<file path="src/hw/soc_bus_settings.svh">
`ifndef SOC_BUS_SETTINGS_SVH
`define SOC_BUS_SETTINGS_SVH

// memory map
`define RAM_BASE            64'h0000_0000_8000_0000
`define RAM_WORDS           2048                       // 32-bit words, 8 KiB
`define MTIME_ADDR          64'h0000_0000_0200_BFF8
`define MTIMECMP_ADDR       64'h0000_0000_0200_4000
`define MTIMECMP_RESET      64'h0000_0000_8000_0000

// plic window and register offsets inside it
`define PLIC_BASE           64'h0000_0000_0C00_0000
`define PLIC_SPAN           64'h0000_0000_0040_0000
`define PLIC_PENDING_OFS    64'h0000_0000_0000_1000
`define PLIC_ENABLE_OFS     64'h0000_0000_0000_2000
`define PLIC_ENABLE_STRIDE  64'h0000_0000_0000_0080    // per context
`define PLIC_THRESH_OFS     64'h0000_0000_0020_0000
`define PLIC_CTX_STRIDE     64'h0000_0000_0000_1000    // threshold and claim per context
`define PLIC_CLAIM_OFS      64'h0000_0000_0020_0004
`define PLIC_SOURCES        7                          // ids 1..7

// load/store type codes as driven by the cpu
`define LS_B                3'd0
`define LS_H                3'd1
`define LS_W                3'd2
`define LS_D                3'd3
`define LS_BU               3'd4
`define LS_HU               3'd5
`define LS_WU               3'd6

`endif

</file>
<file path="src/hw/soc_bus_pkg.sv">
`include "soc_bus_settings.svh"

package soc_bus_pkg;

    // bus side
    typedef logic [63:0] addr_t;
    typedef logic [63:0] dword_t;
    typedef logic [2:0]  ls_t;

    // ram words and plic registers are 32 bits
    typedef logic [31:0] word_t;
    typedef logic [$clog2(`RAM_WORDS)-1:0] ram_index_t;

    // plic fields
    typedef logic [2:0] prio_t;
    typedef logic [`PLIC_SOURCES-1:0] src_t;                 // bit k is id k+1
    typedef logic [$clog2(`PLIC_SOURCES + 1)-1:0] irq_id_t;   // 0 is no interrupt

    typedef enum logic [1:0] {
        IDLE,
        ISSUE,     // one strobe cycle to a target
        WAIT,      // until the target acks
        FINISH     // timer registers and unmapped space
    } seq_state_t;

    typedef enum logic {
        RAM_IDLE,
        RAM_BEAT1  // upper word of ld/sd
    } ram_state_t;

endpackage

</file>
<file path="src/hw/bus_sequencer.sv">
`timescale 1ns/1ns
`include "soc_bus_settings.svh"

module bus_sequencer (
    input  logic                CLOCK_50,
    input  logic                KEY0,
    input  soc_bus_pkg::addr_t  bus_address,
    input  soc_bus_pkg::dword_t bus_write_data,
    input  soc_bus_pkg::ls_t    bus_ls_type,
    input  logic                bus_read_enable,
    input  logic                bus_write_enable,
    output soc_bus_pkg::dword_t bus_read_data,
    output logic                bus_read_done,
    output logic                bus_write_done,
    input  soc_bus_pkg::dword_t mtime,
    output soc_bus_pkg::dword_t mtimecmp,
    output logic                ram_rd,
    output logic                ram_wr,
    input  logic                ram_ack,
    input  soc_bus_pkg::dword_t ram_rdata,
    output logic                plic_rd,
    output logic                plic_wr,
    input  logic                plic_ack,
    input  soc_bus_pkg::word_t  plic_rdata,
    output soc_bus_pkg::addr_t  req_addr,
    output soc_bus_pkg::ls_t    req_type,
    output soc_bus_pkg::dword_t req_wdata
);
    import soc_bus_pkg::*;

    seq_state_t state;
    logic       start;         // strobe accepted this cycle
    logic       is_write;
    logic       hit_ram;
    logic       hit_plic;
    logic       hit_mtime;
    logic       hit_mtimecmp;
    logic       sel_ram;
    logic       sel_plic;
    logic       sel_mtime;
    logic       sel_mtimecmp;

    assign start = (state == IDLE) && (bus_read_enable || bus_write_enable);

    // decode of the live address, only kept on the strobe edge
    assign hit_ram      = (bus_address >= `RAM_BASE) &&
                          (bus_address < `RAM_BASE + 4 * `RAM_WORDS);
    assign hit_plic     = (bus_address >= `PLIC_BASE) &&
                          (bus_address < `PLIC_BASE + `PLIC_SPAN);
    assign hit_mtime    = (bus_address == `MTIME_ADDR);
    assign hit_mtimecmp = (bus_address == `MTIMECMP_ADDR);

    // single-cycle target strobes
    assign ram_rd  = (state == ISSUE) && sel_ram && !is_write;
    assign ram_wr  = (state == ISSUE) && sel_ram && is_write;
    assign plic_rd = (state == ISSUE) && sel_plic && !is_write;
    assign plic_wr = (state == ISSUE) && sel_plic && is_write;

    always_ff @(posedge CLOCK_50 or negedge KEY0) begin
        if (!KEY0) begin
            state          <= IDLE;
            bus_read_done  <= 1'b1;
            bus_write_done <= 1'b1;
            is_write       <= 1'b0;
            sel_ram        <= 1'b0;
            sel_plic       <= 1'b0;
            sel_mtime      <= 1'b0;
            sel_mtimecmp   <= 1'b0;
            mtimecmp       <= `MTIMECMP_RESET;
        end else begin
            case (state)
                IDLE: begin
                    if (start) begin
                        if (bus_read_enable)
                            bus_read_done <= 1'b0;
                        else
                            bus_write_done <= 1'b0;
                        is_write     <= !bus_read_enable;
                        sel_ram      <= hit_ram;
                        sel_plic     <= hit_plic;
                        sel_mtime    <= hit_mtime;
                        sel_mtimecmp <= hit_mtimecmp;
                        state        <= ISSUE;
                    end
                end
                ISSUE: begin
                    // timer registers and holes are answered locally
                    state <= (sel_ram || sel_plic) ? WAIT : FINISH;
                end
                WAIT: begin
                    if (ram_ack || plic_ack) begin
                        if (is_write)
                            bus_write_done <= 1'b1;
                        else
                            bus_read_done <= 1'b1;
                        state <= IDLE;
                    end
                end
                FINISH: begin
                    if (is_write && sel_mtimecmp)
                        mtimecmp <= req_wdata;
                    if (is_write)
                        bus_write_done <= 1'b1;
                    else
                        bus_read_done <= 1'b1;
                    state <= IDLE;
                end
                default: state <= IDLE;
            endcase
        end
    end

    // request latch and read data return
    always_ff @(posedge CLOCK_50) begin
        if (start) begin
            req_addr  <= bus_address;
            req_type  <= bus_ls_type;
            req_wdata <= bus_write_data;
        end
        if (!is_write) begin
            if (state == WAIT && ram_ack)
                bus_read_data <= ram_rdata;
            else if (state == WAIT && plic_ack)
                bus_read_data <= {32'd0, plic_rdata};      // plic words zero-extend
            else if (state == FINISH)
                bus_read_data <= sel_mtime    ? mtime :
                                 sel_mtimecmp ? mtimecmp : '0;   // unmapped reads 0
        end
    end

endmodule

</file>
<file path="config.mk">
export PLATFORM = sky130hd
export DESIGN_NAME = bus_sequencer
export DESIGN_NICKNAME = d
export VERILOG_FILES = /design/src/hw/soc_bus_pkg.sv /design/src/hw/bus_sequencer.sv
export VERILOG_INCLUDE_DIRS = /design/src /design/src/hw
export SDC_FILE = /design/constraint.sdc
export NUM_CORES = 1
export LEC_CHECK = 0
export BUFFER_PORTS_ARGS = -buffer_cell sky130_fd_sc_hd__clkbuf_2
export CAP_MARGIN = 10
export CORE_AREA = 2 2 221 223
export CTS_BUF_LIST = sky130_fd_sc_hd__clkbuf_4
export DETAILED_ROUTE_END_ITERATION = 8
export DIE_AREA = 0 0 223 225
export RECOVER_POWER = 25
export SKIP_CTS_REPAIR_TIMING = 1
export SYNTH_ARGS = -nofsm -noshare
export SYNTH_HDL_FRONTEND = slang
export SYNTH_SLANG_ARGS = --single-unit
</file>
<file path="constraint.sdc">
create_clock -name CLOCK_50 -period 6.1 [get_ports CLOCK_50]
set_clock_uncertainty 0.05 [all_clocks]
set_input_delay 0 -clock CLOCK_50 [delete_from_list [all_inputs] [get_ports CLOCK_50]]
set_output_delay 0 -clock CLOCK_50 [all_outputs]
set_load 0.05 [all_outputs]
</file>
==> results.md, run 1 <==
- In this run the cell area of the synthesized design comes to 10,500 sq um.
- After synthesis, flip-flops and latches occupy 73.5% of the total area.
- The commonest cells after synthesis are sky130_fd_sc_hd__edfxtp_1, sky130_fd_sc_hd__nand2_1, sky130_fd_sc_hd__dfrtp_1, sky130_fd_sc_hd__mux2_1, sky130_fd_sc_hd__nor2_1.
- The synthesized design contains 195 enable-type register cells.
- The horizontal extent of the die is 223 um.
- The wire-length estimate of the detail-placed layout is about 29,000 um.
- Entering global routing, the biggest net connects 79 pins.
- Counting every instance in the synthesized netlist gives ~700.
- The floorplan has 80 rows.
- Yosys printed 0 warnings.
- The fraction of synthesis flops using an asynchronous set or reset pin is 27.2%.
- The number of buffers between clock root and the deepest sink is 3.
- The post-synthesis net count is approximately 980.
- The flip-flop and latch count after synthesis is 268.
- In this run the number of H-tree levels came out at 3.
- The starting utilization of the core area is 22.0%.
- The top cell type by area accounts for 56.0% of the synthesized area.
- After synthesis, the cell types taking the most area are sky130_fd_sc_hd__edfxtp_1, sky130_fd_sc_hd__dfrtp_1, sky130_fd_sc_hd__mux2_1, sky130_fd_sc_hd__a221oi_1, sky130_fd_sc_hd__nand2_1.
- The flow did not finish.
- The top flip-flop cell by instance count after synthesis is sky130_fd_sc_hd__edfxtp_1.
- The library cell with the largest summed area after synthesis is sky130_fd_sc_hd__edfxtp_1.
- The floorplan step set the die height to 225 um.
- The first error in the log reads "[ERROR RSZ-0060] Max buffer count reached".
- Port buffering added 561 buffers.
- The number of clock sinks seen by CTS is 268.
- A synthesized cell averages 15.3 sq um.
- The number of top-level pins is approximately 560.
- The last stage reached is 5_1_grt.
- In this run, CTS created clock tree buffers numbering 76.
- The buffer type at the clock tree root is sky130_fd_sc_hd__clkbuf_4.
- At the end of routability-driven placement, the weighted congestion stood at 0.906.
- By instance count, the leading cell after synthesis is sky130_fd_sc_hd__edfxtp_1.
- Counting distinct cell types in the post-synthesis netlist gives between 40 and 50.
-- stage by stage --
stage	setup slack [ns]	utilization, %	hold WS (ns)	cells	instance area, sq um
after floorplan	2.20	-	-0.346	684	10500
after global placement	3.27	29.3	-0.0494	1825	13900
after detailed placement	3.18	29.3	-0.0475	1825	13900
after CTS	3.11	31.4	-0.958	1959	14900
-- cells by family after synthesis --
| logic type | after synthesis | synth area share [%] |
|---|---|---|
| buf+inv | 46 | 2.22 |
| mux | 64 | 6.89 |
| compound gates | 143 | 9.80 |
| flops | 268 | 73.5 |
| simple gates | 163 | 7.61 |
==> run 2: changes to the inputs <==
--- a/config.mk
+++ b/config.mk
@@ -8,10 +8,9 @@
 export LEC_CHECK = 0
 export BUFFER_PORTS_ARGS = -buffer_cell sky130_fd_sc_hd__clkbuf_2
 export CAP_MARGIN = 10
-export CORE_AREA = 2 2 221 223
-export CTS_BUF_LIST = sky130_fd_sc_hd__clkbuf_4
+export CORE_UTILIZATION = 20
 export DETAILED_ROUTE_END_ITERATION = 8
-export DIE_AREA = 0 0 223 225
+export PLACE_DENSITY_LB_ADDON = 0.15
 export RECOVER_POWER = 25
 export SKIP_CTS_REPAIR_TIMING = 1
 export SYNTH_ARGS = -nofsm -noshare
==> run 2 against run 1 <==
Synthesized cell count stayed put. The flow now finishes, with violations (max-capacitance violations, max-slew violations). Synthesized area stayed put.
==> results.md, run 2 <==
- In this run the critical register-to-register path is captured at bus_read_data[7].
- The critical path startpoint category is a flop.
- The starting DRC count in detailed routing is 391.
- The number of global-route vias before repair was 8,484.
- The first global-routing pass estimated 56,000 um of wire.
- The area enclosed by the die boundary is 53,200 sq um.
- Among all flip-flop cells after synthesis, the most frequent one is sky130_fd_sc_hd__edfxtp_1.
- In this run the worst hold path is classified as in -> reg.
- The number of buffers added by the clock tree synthesis step is 35 (-54%).
- The worst register-to-register path has a setup slack of 3.02 ns.
- The horizontal extent of the die is 231 um (+3.4%).
- The library cell with the largest summed area after synthesis is sky130_fd_sc_hd__edfxtp_1.
- The starting utilization of the core area is 20.3% (-1.7 points).
- The clock latency of the later-clocked register in the worst-skew pair is 0.53 ns.
- After detailed routing, the number of remaining DRC violations is 0.
- The fraction of met2 tracks used by global routing is between 20% and 30%.
- The maximum number of pins on one net before global-route repair is 90.
- The routing layer with the top usage in global route is met2.
- In the final layout, the share of cells above drive strength 1 is 35.5%.
- The portion of the post-synthesis area used by sequential elements is 73.5% (unchanged).
- The number of flops mapped to enable cells by yosys came to 195 (unchanged).
- Derived from the worst setup path, the maximum achievable clock frequency is 324 MHz.
- The period utilization is 50.5%.
- Setup repair after global routing left no endpoint under its margin.
- In this run the worst path has a maximum fanout of 67.
- STA classifies the critical path endpoint as a flop.
- The routed via count divided by cell count is 4.13.
- The synthesized instance count is 684 (unchanged).
- The area fraction of the dominant cell type after synthesis is 56.0% (unchanged).
- Subtracting the final worst setup slack from the clock period gives 3.08 ns.
- The global-route total usage across every layer is about 14%.
- The library cell used most frequently in the layout, excluding fill and tap cells, is sky130_fd_sc_hd__clkbuf_2.
- The mapped cell area came to 10,500 sq um (unchanged).
- The static leakage is roughly 7.7 nW.
- The initial antenna violation count was 3.
- The post-route antenna net violation count is 0.
- The final max-slew violation count came to 30.
- STA puts the critical path data required time at about 6.4 ns.
- The TritonCTS clock tree is done.
- The number of buffers between clock root and the deepest sink was 3 (unchanged).
- The relative slew slack is -24.2%.
- The depth of the worst register-to-register path is 5.
- The mean instance size in the synthesized netlist is 15.3 sq um (unchanged).
- The filler cells instantiated in the layout total 5,313.
- The number of clock sinks seen by CTS is 268 (unchanged).
- The iteration count of the initial detailed-routing pass is 4.
- The core outline area is approximately 50,000 sq um.
- Once layout is done, the placed cells without fillers occupy 17,700 sq um.
- After the last flow step, the layout net total stands at 1,811.
- The number of placement rows is 83 (+3.8%).
- The number of distinct library cell variants in the gate-level netlist after synthesis is 43 (unchanged).
- The number of buffers inserted by port buffering is 561 (unchanged).
- By instance count, the leading cell after synthesis is sky130_fd_sc_hd__edfxtp_1.
- The clock-pin transition on the worst setup and hold timing paths is 0.06 ns.
- The total via count in the routed design is between 9,000 and 10,000.
- The wire length per cell after detailed routing is 18.7 um.
- The total congestion overflow after global routing is 0.
- The number of levels the H-tree was split into is 2 (-1).
- The max-cap check violation count is 1.
- The final reports fail on max-capacitance violations, max-slew violations.
- The worst hold path terminates at req_wdata[14].
- The final weighted congestion in routability-driven placement is 0.808 (-11%).
- The flow ran to the end, but the final reports show violations.
- The top cell types in the final layout, fill and taps aside, are sky130_fd_sc_hd__clkbuf_2, sky130_fd_sc_hd__dlygate4sd3_1, sky130_fd_sc_hd__edfxtp_1.
- Setup violations remaining at the end of the flow were counted as 0.
- The routed design has 41,600 um of wire.
- The worst-case vdd ir drop is approximately 0.23 mV.
- In this run the most critical hold path is launched from bus_write_data[14].
- The flip-flop and latch count after synthesis is 268 (unchanged).
- The commonest cells after synthesis are sky130_fd_sc_hd__edfxtp_1, sky130_fd_sc_hd__nand2_1, sky130_fd_sc_hd__dfrtp_1, sky130_fd_sc_hd__mux2_1, sky130_fd_sc_hd__nor2_1.
- The post-synthesis net count came to 981 (unchanged).
- The total count of hold-check failures in the final report is 0.
- The fraction of synthesis flops using an asynchronous set or reset pin is 27.2% (unchanged).
- The power per cell area is 404 nW/um^2.
- The detailed placer's ending HPWL is 28,600 um (about the same).
- For this run, global-route usage on met3 was measured as 4.10%.
- Along the worst hold path, the cell count comes to 2.
- By area the synthesized netlist is led by sky130_fd_sc_hd__edfxtp_1, sky130_fd_sc_hd__dfrtp_1, sky130_fd_sc_hd__mux2_1, sky130_fd_sc_hd__a221oi_1, sky130_fd_sc_hd__nand2_1.
- Compared with the post-synthesis result, the final layout area differs by 68.9%.
- The met1 global-route usage is 16.2%.
- The type of the setup path with the least slack is reg -> reg.
- The vertical extent of the die was 231 um (+2.5%).
- For the worst setup path, the data arrival time is 3.43 ns.
- The startpoint identified for the worst register-to-register timing path is sel_mtime.
- The tree is rooted in a sky130_fd_sc_hd__clkbuf_16.
- The number of top-level pins is 562 (unchanged).
- The total cell area at the placement stage was 14,000 sq um (+0.55%).
- The measured slew at the worst slew-check pin is roughly 1.9 ns.
- After routing, the total negative slack on setup checks comes to 0 ns.
- The yosys synthesis warning count is 0 (unchanged).
## run 2: cell counts after synthesis
No cell type changed its count.
## run 2: cell type report
type	instances	area [sq um]	area share (%)
Clock inverter	13	116	0.659
Timing Repair Buffer	837	5420	30.7
Antenna cell	3	7.51	0.0425
Multi-Input combinational cell	370	2560	14.5
Sequential cell	268	7690	43.5
Inverter	2	12.5	0.0708
Clock buffer	50	1000	5.69
Tap cell	680	851	4.82
## run 2: cell families (layout without fill, tap and decap cells)
logic type | after synthesis | count (layout) | synth area share (%)
AO/OA/AOI/OAI | 143 | 143 | 9.80
multiplexers | 64 | 64 | 6.89
other | 0 | 3 | 0
flip-flops | 268 | 268 | 73.5
AND/OR/NAND/NOR | 163 | 163 | 7.61
buffers and inverters | 46 | 902 | 2.22
## run 2: worst max-delay path by stage
stage          slack (ns)  cells after the start  startpoint                to
4_1_cts              3.15                      4    state[0]     req_wdata[32]
6_report             3.02                      5   sel_mtime  bus_read_data[7]
2_1_floorplan        2.20                      4    state[0]       req_addr[0]
3_5_place_dp         3.17                      4    state[0]     req_wdata[32]
5_1_grt              2.69                      4        KEY0         sel_mtime
3_3_place_gp         3.23                      4    state[0]     req_wdata[32]
## run 2: per-layer routing
| metal | up-vias | wire (um) |
|---|---|---|
| li1 | 4327 | - |
| met1 | 4482 | 16300 |
| met2 | 315 | 22000 |
| met3 | 57 | 2470 |
| met4 | 0 | 838 |
| met5 | - | 0 |
## run 2: stage by stage
step	hold slack [ns]	setup slack [ns]	cells	power, mW	util [%]
finish	0.134	3.02	2223	7.14	34.3
global route	0.103	2.69	2222	7.45	34.3
CTS	-0.633	3.15	1952	7.04	29.3
detailed placement	-0.0496	3.17	1889	4.97	27.1
global placement	-0.0447	3.23	1889	4.97	27.1
floorplan	-0.346	2.20	684	4.30	-
## run 2: worst max-delay path, stage by stage (launching register included)
cell,delay (ns)
sky130_fd_sc_hd__dfrtp_4,0.81
sky130_fd_sc_hd__nor2b_4,0.21
sky130_fd_sc_hd__buf_4,0.69
sky130_fd_sc_hd__a221oi_1,0.21
sky130_fd_sc_hd__o31ai_1,0.25
sky130_fd_sc_hd__dlygate4sd3_1,0.58
## run 2: power breakdown
group	leakage (nW)	internal, mW	switching, mW
Combinational	4.27	0.567	1.89
Sequential	2.85	2.49	0.170
Clock	0.548	1.23	0.792
Power figures use the tool's default switching activity.
