[src/hw/soc_bus_settings.svh]
`ifndef SOC_BUS_SETTINGS_SVH
`define SOC_BUS_SETTINGS_SVH

// memory map
`define RAM_BASE            64'h0000_0000_8000_0000
`define RAM_WORDS           2048                       // 32-bit words, 8 KiB
`define MTIME_ADDR          64'h0000_0000_0200_BFF8
`define MTIMECMP_ADDR       64'h0000_0000_0200_4000
`define MTIMECMP_RESET      64'h0000_0000_8000_0000

// plic window and register offsets inside it
`define PLIC_BASE           64'h0000_0000_0C00_0000
`define PLIC_SPAN           64'h0000_0000_0040_0000
`define PLIC_PENDING_OFS    64'h0000_0000_0000_1000
`define PLIC_ENABLE_OFS     64'h0000_0000_0000_2000
`define PLIC_ENABLE_STRIDE  64'h0000_0000_0000_0080    // per context
`define PLIC_THRESH_OFS     64'h0000_0000_0020_0000
`define PLIC_CTX_STRIDE     64'h0000_0000_0000_1000    // threshold and claim per context
`define PLIC_CLAIM_OFS      64'h0000_0000_0020_0004
`define PLIC_SOURCES        7                          // ids 1..7

// load/store type codes as driven by the cpu
`define LS_B                3'd0
`define LS_H                3'd1
`define LS_W                3'd2
`define LS_D                3'd3
`define LS_BU               3'd4
`define LS_HU               3'd5
`define LS_WU               3'd6

`endif

[src/hw/soc_bus_pkg.sv]
`include "soc_bus_settings.svh"

package soc_bus_pkg;

    // bus side
    typedef logic [63:0] addr_t;
    typedef logic [63:0] dword_t;
    typedef logic [2:0]  ls_t;

    // ram words and plic registers are 32 bits
    typedef logic [31:0] word_t;
    typedef logic [$clog2(`RAM_WORDS)-1:0] ram_index_t;

    // plic fields
    typedef logic [2:0] prio_t;
    typedef logic [`PLIC_SOURCES-1:0] src_t;                 // bit k is id k+1
    typedef logic [$clog2(`PLIC_SOURCES + 1)-1:0] irq_id_t;   // 0 is no interrupt

    typedef enum logic [1:0] {
        IDLE,
        ISSUE,     // one strobe cycle to a target
        WAIT,      // until the target acks
        FINISH     // timer registers and unmapped space
    } seq_state_t;

    typedef enum logic {
        RAM_IDLE,
        RAM_BEAT1  // upper word of ld/sd
    } ram_state_t;

endpackage

[src/hw/plic.sv]
`timescale 1ns/1ns
`include "soc_bus_settings.svh"

module plic (
    input  logic                CLOCK_50,
    input  logic                KEY0,
    input  logic                plic_rd,
    input  logic                plic_wr,
    input  soc_bus_pkg::addr_t  req_addr,
    input  soc_bus_pkg::dword_t req_wdata,
    output logic                plic_ack,
    output soc_bus_pkg::word_t  plic_rdata,
    input  soc_bus_pkg::src_t   irq_lines,
    output logic                meip,
    output logic                seip
);
    import soc_bus_pkg::*;

    localparam int CTX = 2;    // hart 0 M-mode, hart 0 S-mode

    prio_t [`PLIC_SOURCES-1:0] prio;    // entry k is id k+1
    src_t    pending;
    src_t    irq_d;
    src_t    rise;
    src_t    clear;
    src_t    enable [CTX];
    prio_t   thresh [CTX];
    irq_id_t claim [CTX];
    addr_t   ofs;
    irq_id_t prio_id;
    logic    prio_hit;
    word_t   rd_mux;

    // highest priority strictly above threshold, lowest id on a tie
    function automatic irq_id_t best_id(src_t pend, src_t en, prio_t thr,
                                        prio_t [`PLIC_SOURCES-1:0] pr);
        irq_id_t id;
        prio_t   top;
        id  = '0;
        top = thr;
        for (int k = 0; k < `PLIC_SOURCES; k++) begin
            if (pend[k] && en[k] && pr[k] > top) begin
                id  = irq_id_t'(k + 1);
                top = pr[k];
            end
        end
        return id;
    endfunction

    assign ofs      = req_addr - `PLIC_BASE;
    assign prio_id  = irq_id_t'(ofs >> 2);
    assign prio_hit = (ofs >= 4) && (ofs < 4 * (`PLIC_SOURCES + 1)) && (ofs[1:0] == 2'd0);
    assign rise     = irq_lines & ~irq_d;

    always_comb begin
        for (int c = 0; c < CTX; c++) begin
            claim[c] = best_id(pending, enable[c], thresh[c], prio);
        end
    end

    // register read mux, a claim read also names the pending bit to drop
    always_comb begin
        rd_mux = '0;
        clear  = '0;
        if (prio_hit)
            rd_mux = word_t'(prio[prio_id - 1'b1]);
        if (ofs == `PLIC_PENDING_OFS)
            rd_mux = word_t'({pending, 1'b0});         // bit i is id i
        for (int c = 0; c < CTX; c++) begin
            if (ofs == `PLIC_ENABLE_OFS + c * `PLIC_ENABLE_STRIDE)
                rd_mux = word_t'({enable[c], 1'b0});
            if (ofs == `PLIC_THRESH_OFS + c * `PLIC_CTX_STRIDE)
                rd_mux = word_t'(thresh[c]);
            if (ofs == `PLIC_CLAIM_OFS + c * `PLIC_CTX_STRIDE) begin
                rd_mux = word_t'(claim[c]);
                if (claim[c] != '0)
                    clear[claim[c] - 1'b1] = 1'b1;
            end
        end
    end

    always_ff @(posedge CLOCK_50 or negedge KEY0) begin
        if (!KEY0) begin
            prio     <= '0;
            pending  <= '0;
            irq_d    <= '0;
            plic_ack <= 1'b0;
            meip     <= 1'b0;
            seip     <= 1'b0;
            for (int c = 0; c < CTX; c++) begin
                enable[c] <= '0;
                thresh[c] <= '0;
            end
        end else begin
            irq_d    <= irq_lines;
            plic_ack <= plic_rd || plic_wr;
            meip     <= (claim[0] != '0);
            seip     <= (claim[1] != '0);
            if (plic_rd)
                pending <= (pending & ~clear) | rise;  // new edge wins over a claim
            else
                pending <= pending | rise;
            if (plic_wr) begin
                if (prio_hit)
                    prio[prio_id - 1'b1] <= prio_t'(req_wdata);
                for (int c = 0; c < CTX; c++) begin
                    if (ofs == `PLIC_ENABLE_OFS + c * `PLIC_ENABLE_STRIDE)
                        enable[c] <= req_wdata[`PLIC_SOURCES:1];
                    if (ofs == `PLIC_THRESH_OFS + c * `PLIC_CTX_STRIDE)
                        thresh[c] <= prio_t'(req_wdata);
                end
            end
        end
    end

    always_ff @(posedge CLOCK_50) begin
        if (plic_rd)
            plic_rdata <= rd_mux;
    end

endmodule

[config.mk]
export PLATFORM = sky130hd
export DESIGN_NAME = plic
export DESIGN_NICKNAME = d
export VERILOG_FILES = /design/src/hw/soc_bus_pkg.sv /design/src/hw/plic.sv
export VERILOG_INCLUDE_DIRS = /design/src /design/src/hw
export SDC_FILE = /design/constraint.sdc
export NUM_CORES = 1
export LEC_CHECK = 0
export BUFFER_PORTS_ARGS = -buffer_cell sky130_fd_sc_hd__buf_2
export CAP_MARGIN = 20
export CORE_UTILIZATION = 50
export DETAILED_ROUTE_END_ITERATION = 8
export PLACE_DENSITY = 0.79
export SLEW_MARGIN = 15
export SYNTH_ARGS = -nofsm -noshare
export SYNTH_HDL_FRONTEND = slang
export SYNTH_SLANG_ARGS = --single-unit
[constraint.sdc]
create_clock -name CLOCK_50 -period 13.1 [get_ports CLOCK_50]
set_clock_uncertainty 0.2 [all_clocks]
set_input_delay 0.655 -clock CLOCK_50 [delete_from_list [all_inputs] [get_ports CLOCK_50]]
set_output_delay 0.655 -clock CLOCK_50 [all_outputs]
set_load 0.01 [all_outputs]
==> key figures, run 1 <==
Pwr
  – PwrDens: 71.9 nW/µm²
  – Largest vdd supply drop: 0.0779 mV
  – Leak Pwr: 2.78 nW

Route
  – WL per Instance: 18.9 µm
  – DR vias: 4908
  – Via density: 6.07
  – Post-Route WL: 15.2 mm
  – Post-route DRC: 0
  – DRT iter0 DRCs: 466
  – Initial DRT Pass Iterations: 5
  – Post-DRT Antenna Nets: 0

Clocking
  – Num CTS Buffers: 9
  – CTS Buffer Depth: 2
  – Clock Root Buffer: clkbuf_8
  – Clock slew at reported path FFs: 0.08 ns
  – Hold-fix buffers at CTS: 0
  – Worst skew pair latency: 0.37 ns
  – Clock sink count: 66
  – CTS tree: done
  – Depth of the CTS H-tree: 3

Synth
  – Syn Area/Cell: 9.06 µm²
  – Netlist cell types: 79
  – FFs w/ async S/R, synth: 87.9%
  – Synthesized area: 5240 µm²
  – Ys flop type: dfrtp_1
  – FF+latch count, synth: 66
  – Ys Warns: 0
  – Seq/Total Area, Yosys: 32.3%
  – Post-synthesis cell count: 578
  – Post-synth EDFFs: 8

STA
  – RSZ-0062 raised after global routing: no
  – Fin. max-slew vios: 0
  – Maximum clock frequency: 83.5 MHz
  – Setup violators final: 0
  – Period utilisation layout: 91.4%
  – Worst Tran Pin Value: 0.983 ns
  – Post-layout minimum cycle time: 11.97 ns
  – Fin. Hold Viols: 0
  – Worst setup margin: 1.13 ns
  – Setup_tns: 0 ns
  – Max_slew headroom: 34.0%

Run status
  – Status: complete, no violations

Die
  – Initial core utilization: 52.6%
  – Die W: 104 µm
  – Die Area: 10900 µm²
  – Die height: 104 µm
  – CORE AREA: 9950 µm²
  – I/O pin count: 174
  – Core Rows: 36

Finish
  – Most common cell after layout, fill and taps aside: buf_2
  – Ant. Diodes: 0
  – Commonest cells after routing, fill and taps aside: 93 x buf_2, 58 x dfrtp_1, 54 x nand2_1
  – Fraction of layout cells with a size suffix above 1: 26.2%
  – Area growth syn-to-layout: 13.5%
  – Non-filler instance count after layout: 808
  – # nets final: 850

GRT
  – First-pass GRT wire length: 24.6 mm
  – Gr usage total: 28.8%
  – Grt total ovfl: 0
  – Antenna violations before repair: 0
  – Largest net degree at the start of global routing: 59
  – Vias in the first global route: 4844

Worst setup path
  – Worst EP arrival: 12.02 ns
  – Crit end category: flip-flop
  – Slowest cell on crit path: a311oi_1
  – Setup crit start kind: flip-flop
  – Critical Path RT: 13.15 ns
  – CP Max Fanout: 9
  – CP peak stage delay: 0.80 ns
  – Most frequent CP cell: ha_1
  – Worst setup path class: reg -> reg

Run
  – Max Cap Violations: 0

Place
  – HPWL Detailed: 12.3 mm
  – Number of buffers added on ports: 93
  – GPL Wtd Cong: 0.946
  – Dpl cells: 792
  – Post-place setup slack: 1.16 ns

Min path
  – Min-delay worst type: in -> reg
## routing by layer
| metal | GRT usage (%) | wire length [µm] |
|---|---|---|
| met3 | 4.26 | 1040 |
| met4 | 13.1 | 544 |
| met2 | 48.5 | 7400 |
| met1 | 36.3 | 6260 |
| met5 | 0 | 0 |
## state kept, by name, summed over array words and instances (netlist names)
name        cells
enable         14
meip            1
irq_d           7
pending         7
plic_rdata      8
plic_ack        1
prio           21
seip            1
thresh          6
## cell usage after synthesis, drive strengths merged, types with 3 or more instances
cell type,number,area (µm²)
dfrtp,58,1450
nand2,55,209
mux2,44,514
nor2,42,158
ha,41,513
inv,40,150
a21oi,30,158
o21ai,28,144
buf,25,185
nand3,24,120
nor3,14,75.1
clkbuf,12,46.3
nor2b,11,76.3
a31oi,10,68.8
nand4,10,62.6
nor4,10,62.6
mux2i,9,93.8
edfxtp,8,240
a222oi,7,70.1
and3,7,43.8
nand2b,7,43.8
a21o,6,45.0
a311oi,6,52.6
o2111ai,6,58.8
a221oi,4,35.0
and2,4,27.5
o311ai,4,42.6
o31ai,4,30.0
or2,4,27.5
nand3b,3,22.5
o21a,3,22.5
o311a,3,42.5
## metrics by stage
step           power, W  hold WS (ns)  instance area, µm²  utilization [%]
2_1_floorplan  0.000236         0.159                5320                -
3_3_place_gp   0.000252         0.315                5740             57.6
3_5_place_dp   0.000253         0.327                5740             57.6
4_1_cts        0.000428         0.197                5940             59.7
5_1_grt        0.000442         0.194                5940             59.7
6_report       0.000427         0.200                5940             59.7
## power breakdown
group          leakage, nW  switching [W]   total, W  internal, W
Combinational         1.91      0.0000237  0.0000389    0.0000152
Clock               0.0983      0.0000888   0.000178    0.0000894
Sequential           0.767    0.000000652   0.000210     0.000209
Total                 2.78       0.000113   0.000427     0.000314
## worst max-delay path: cells and delay by family, from the launching register on
family,cells,cell delay (ns)
buffers and inverters,4,0.44
AND/OR/NAND/NOR,7,1.41
flip-flops,1,0.47
adder cells (fa/ha/maj),9,2.70
multiplexers,5,1.66
AO/OA/AOI/OAI,21,4.94
## cells by family after synthesis
family                     synth area share (%)
and+or+nand+nor                            19.8
AOI/OAI and AO/OA                          17.8
buffers and inverters                      7.29
DFF                                        32.3
muxes                                      12.0
adders and majority gates                  10.2
xor gates and xnor gates                  0.502
other                                    0.0716
## area by class of cell
type                       count  area, µm²
tap                          133        166
fill                         863       4010
clock buffer                   9        124
sequential                    66       1690
timing repair buffer          95        480
inverter                      40        150
clock inverter                 7       76.3
multi-input combinational    458       3260
## timing repair
| action | in CTS | in global routing |
|---|---|---|
| setup endpoints to repair | 0 | 1 |
| buffers inserted | 0 | 0 |
| gates resized for setup | 0 | 1 |
## path summary, 6_finish.rpt
check,startpoint,depth (start not counted),to,slack (ns)
max,prio[1],46,pending[5],1.13
max in group asynchronous,KEY0,2,enable[6],11.97
min in group asynchronous,KEY0,2,prio[15],0.23
max reg2reg,prio[1],46,pending[5],1.13
min reg2reg,prio[18],1,prio[18],0.35
min,irq_lines[0],1,irq_d[0],0.20
(Power assumes the default switching activity.)
==> inputs of run 2 (changes only) <==
==> constraint.sdc (replaced) <==
create_clock -name CLOCK_50 -period 13.1 [get_ports CLOCK_50]
set_clock_uncertainty 0.2 [all_clocks]
set_input_delay 1.965 -clock CLOCK_50 [delete_from_list [all_inputs] [get_ports CLOCK_50]]
set_output_delay 1.965 -clock CLOCK_50 [all_outputs]
set_load 0.01 [all_outputs]
==> key figures, run 2 (synthesis gave the netlist of run 1 again) <==
Route
  – DRT iter0 DRCs: 447
  – DR vias: 4956
  – Via density: 6.13
  – Post-route DRC: 0
  – WL per Instance: 18.9 µm
  – Initial DRT Pass Iterations: 6
  – Post-DRT Antenna Nets: 0
  – Post-Route WL: 15.3 mm

Place
  – HPWL Detailed: 12.2 mm
  – GPL Wtd Cong: 0.947
  – Post-place setup slack: 1.20 ns
  – Number of buffers added on ports: 93

Worst setup path
  – Critical Path RT: 13.15 ns
  – Slowest cell on crit path: a311oi_1
  – Crit end category: flip-flop
  – Worst r2r src: prio[1]
  – Worst setup path class: reg -> reg
  – CP peak stage delay: 0.80 ns
  – CP Max Fanout: 9
  – Crit path launch: prio[1]
  – Worst EP arrival: 12.11 ns
  – Most frequent CP cell: ha_1
  – Setup crit start kind: flip-flop

Die
  – Core Rows: 36
  – CORE AREA: 9950 µm²
  – Die height: 104 µm
  – Initial core utilization: 52.6%
  – I/O pin count: 174
  – Die W: 104 µm
  – Die Area: 10900 µm²

Pwr
  – Reg power frac: 49.5%
  – Combinational share of power: 9.2%
  – P_sw: 0.000111 W
  – PwrDens: 71.5 nW/µm²
  – P_int: 0.000313 W
  – Largest vdd supply drop: 0.0642 mV
  – Sw Ratio: 26.2%
  – Leak Pwr: 2.78 nW
  – Clock power share: 41.2%

Clocking
  – Clock slew at reported path FFs: 0.08 ns
  – Number of post-CTS setup repair buffers: 0
  – Clock sink count: 66
  – Clock Root Buffer: clkbuf_8
  – Num CTS Buffers: 9
  – Hold-fix buffers at CTS: 0
  – Depth of the CTS H-tree: 3
  – Worst skew pair latency: 0.37 ns
  – CTS tree: done
  – Post-CTS Resized: 0
  – CTS Buffer Depth: 2

GRT
  – Vias in the first global route: 4853
  – Grt total ovfl: 0
  – Gr usage total: 28.9%
  – Antenna violations before repair: 0
  – First-pass GRT wire length: 24.4 mm
  – Largest net degree at the start of global routing: 59

STA
  – Maximum clock frequency: 82.9 MHz
  – Worst Tran Pin Value: 1.05 ns
  – Fin. Hold Viols: 0
  – Worst setup margin: 1.04 ns
  – WHS: 0.353 ns
  – Max_slew headroom: 29.8%
  – Setup violators final: 0
  – Post-layout minimum cycle time: 12.06 ns
  – RSZ-0062 raised after global routing: no
  – Setup_tns: 0 ns
  – Fin. max-slew vios: 0
  – Period utilisation layout: 92.1%

Finish
  – Most flop-heavy register: prio
  – Max reg flops: 21
  – Most common cell after layout, fill and taps aside: buf_2
  – Top flop regs: prio x21, enable x14, plic_rdata x8
  – Fraction of layout cells with a size suffix above 1: 26.1%
  – Commonest cells after routing, fill and taps aside: 93 x buf_2, 58 x dfrtp_1, 54 x nand2_1
  – # nets final: 850
  – Ant. Diodes: 0
  – Area growth syn-to-layout: 13.3%

Min path
  – Min-delay worst type: reg -> reg
  – Hold_sp: enable[5]

Run
  – Max Cap Violations: 0

Run status
  – Status: complete, no violations
-- run 2: cell count changes in the layout (fill, tap and decap cells not counted) --
cell and change:
inv_6 -3, clkinv_4 +2, a311oi_1 +1, a311oi_2 -1
clkbuf_1 +1, clkinv_1 -1, clkinv_2 +1
-- run 2: path summary, 6_finish.rpt --
check,to,slack (ns),cells past startpoint
min in group asynchronous,prio[15],1.54,2
max in group asynchronous,prio[19],10.64,2
worst max register to register,pending[5],1.04,49
worst max-delay path,pending[5],1.04,49
worst min-delay path,enable[5],0.35,1
worst min register to register,enable[5],0.35,1
-- run 2: area by class of cell --
type	count	area (µm²)
clock buffer	10	128
timing repair buffer	95	480
tap	133	166
multi-input combinational	458	3250
sequential	66	1690
clock inverter	6	68.8
inverter	40	150
fill	868	4020
-- run 2: power groups by stage --
stage | combinational [W] | sequential, W | clock [W]
floorplan | 0.0000207 | 0.000215 | 0
global route | 0.0000434 | 0.000210 | 0.000183
detailed placement | 0.0000389 | 0.000214 | 0
CTS | 0.0000389 | 0.000210 | 0.000176
finish | 0.0000392 | 0.000210 | 0.000175
global placement | 0.0000377 | 0.000214 | 0
-- run 2: worst max-delay path, delay by kind of cell (launching register included) --
| kind | cells | cell delay [ns] |
|---|---|---|
| adders and majority gates | 9 | 2.51 |
| muxes | 5 | 1.70 |
| and+or+nand+nor | 7 | 1.43 |
| buffers and inverters | 5 | 0.48 |
| DFF | 1 | 0.48 |
| AOI/OAI and AO/OA | 23 | 5.16 |
-- run 2: per-layer routing --
layer | part of all wire (%) | vias up | wire, µm | track usage [%]
li1 | - | 2285 | - | -
met1 | 41 | 2395 | 6320 | 35.8
met2 | 50 | 237 | 7580 | 50.4
met3 | 6.0 | 39 | 922 | 2.82
met4 | 3.1 | 0 | 478 | 13.4
met5 | 0 | - | 0 | 0
-- run 2: per-stage QoR --
stage,power [W],utilization [%],std cells,instance area [µm²]
after floorplan,0.000236,-,601,5320
after global placement,0.000252,57.6,792,5740
after detailed placement,0.000253,57.6,792,5740
after CTS,0.000425,59.6,808,5930
after global routing,0.000437,59.6,808,5930
final,0.000424,59.6,808,5930
==> inputs of run 3 (changes only) <==
Settings changed: BUFFER_PORTS_ARGS -buffer_cell sky130_fd_sc_hd__buf_2 to default, CORE_UTILIZATION 50 to 35, DONT_BUFFER_PORTS from default to 1, PLACE_DENSITY 0.79 to default.
==> key figures, run 3 (synthesis gave the netlist of run 1 again) <==
Run status
  – Status: complete, no violations

STA
  – Worst Tran Pin Value: 1.05 ns
  – WHS: 0.340 ns
  – Maximum clock frequency: 82.1 MHz
  – Period utilisation layout: 93.0%
  – RSZ-0062 raised after global routing: no
  – Setup_tns: 0 ns
  – Max_slew headroom: 29.6%
  – Fin. max-slew vios: 0
  – Worst setup margin: 0.919 ns
  – Fin. Hold Viols: 0
  – Post-layout minimum cycle time: 12.18 ns
  – Setup violators final: 0

GRT
  – Largest net degree at the start of global routing: 59
  – Gr usage total: 20.3%
  – Antenna violations before repair: 0
  – Grt peak-use layer: met2
  – Met2 usage: 32.3%
  – First-pass GRT wire length: 24.3 mm
  – Grt total ovfl: 0
  – Vias in the first global route: 4397
  – Met1 Use GR: 27.2%
  – M3 GR Usage: 3.95%

Clocking
  – CTS Buffer Depth: 2
  – Clock sink count: 66
  – Number of post-CTS setup repair buffers: 0
  – Hold-fix buffers at CTS: 0
  – Worst skew pair latency: 0.34 ns
  – Clock Root Buffer: clkbuf_16
  – Post-CTS Resized: 0
  – Num CTS Buffers: 9
  – Depth of the CTS H-tree: 3
  – Clock slew at reported path FFs: 0.06 ns
  – CTS tree: done

Run
  – Max Cap Violations: 0

Place
  – Number of buffers added on ports: 0
  – HPWL Detailed: 12.4 mm
  – Placement Cell Area: 5330 µm²
  – GPL Wtd Cong: 0.934
  – Post-place setup slack: 1.05 ns

Finish
  – Ant. Diodes: 0
  – Fraction of layout cells with a size suffix above 1: 14.3%
  – FILL cells: 1426
  – Commonest cells after routing, fill and taps aside: 58 x dfrtp_1, 54 x nand2_1, 42 x nor2_1
  – Most common cell after layout, fill and taps aside: dfrtp_1
  – Max reg flops: 21
  – Top flop regs: prio x21, enable x14, plic_rdata x8
  – Area growth syn-to-layout: 7.24%
  – Most flop-heavy register: prio
  – # nets final: 756
  – Final Cell Area: 5620 µm²
  – FF/Latch Area: 1690 µm²
  – Multi-input logic area: 3250 µm²

Route
  – DR vias: 4494
  – Post-DRT Antenna Nets: 0
  – DRT iter0 DRCs: 333
  – Post-Route WL: 15.4 mm
  – Initial DRT Pass Iterations: 6
  – Via density: 5.87
  – Post-route DRC: 0
  – WL per Instance: 20.2 µm

Worst setup path
  – Worst setup path class: reg -> reg
  – Critical Path RT: 13.12 ns
  – CP peak stage delay: 0.80 ns
  – CP Max Fanout: 9
  – Worst EP arrival: 12.20 ns
  – Most frequent CP cell: ha_1
  – Crit end category: flip-flop
  – Setup crit start kind: flip-flop
  – Slowest cell on crit path: a311oi_1

Pwr
  – Leak Pwr: 2.45 nW
  – Largest vdd supply drop: 0.0609 mV
  – PwrDens: 81.9 nW/µm²
  – Final Power: 0.000460 W

Die
  – Die height: 124 µm
  – Die W: 124 µm
  – I/O pin count: 174
  – CORE AREA: 14600 µm²
  – Die Area: 15500 µm²
  – Initial core utilization: 35.9%
  – Core Rows: 44

Min path
  – Min-delay worst type: reg -> reg
==> run 3: changes by cell type in the layout (fill, tap and decap cells not counted) <==
cell,delta
buf_2,-93
clkinv_4,-2
buf_4,-1
clkbuf_8,-8
clkbuf_1,-1
clkbuf_16,+9
inv_6,+3
bufinv_16,-1
==> run 3: layer usage <==
layer  wire length [µm]  vias to the layer above
met5                  0                        -
met4                371                        0
met1               6930                     2209
li1                   -                     2103
met3                777                       25
met2               7360                      157
==> run 3: where the power goes <==
part	total [W]	leakage [nW]	switching, W	internal (W)
Combinational	0.0000170	1.54	0.0000113	0.00000567
Clock	0.000231	0.140	0.0000962	0.000135
Sequential	0.000212	0.767	0.00000163	0.000210
Total	0.000460	2.45	0.000109	0.000351
==> run 3: final cells by class <==
| class | instances | share of cell area, % |
|---|---|---|
| clock inverter | 6 | 0.847 |
| timing repair buffer | 1 | 0.134 |
| sequential | 66 | 30.1 |
| multi-input combinational | 458 | 57.9 |
| inverter | 40 | 2.67 |
| clock buffer | 10 | 4.26 |
| tap | 184 | 4.10 |
==> run 3: final timing paths <==
check	start	endpoint	slack [ns]	cells after the start
setup / recovery	prio[1]	pending[5]	0.92	50
hold / removal	enable[2]	enable[2]	0.34	1
setup reg to reg	prio[1]	pending[5]	0.92	50
hold reg to reg	enable[2]	enable[2]	0.34	1
max in group asynchronous	KEY0	plic_ack	11.48	0
min in group asynchronous	KEY0	irq_d[0]	1.11	0
==> run 3: through the flow <==
stage	utilization (%)	cells
after CTS	38.5	765
final	38.5	765
after detailed placement	36.5	749
after global routing	38.5	765
after global placement	36.5	749
after floorplan	-	601
==> run 3: critical path, delay by kind of cell (launching register included) <==
kind	cells	cell delay, ns
simple gates	6	1.29
flops	1	0.49
mux	6	2.27
buf+inv	7	0.58
compound gates	22	4.96
fa+ha+maj	9	2.26
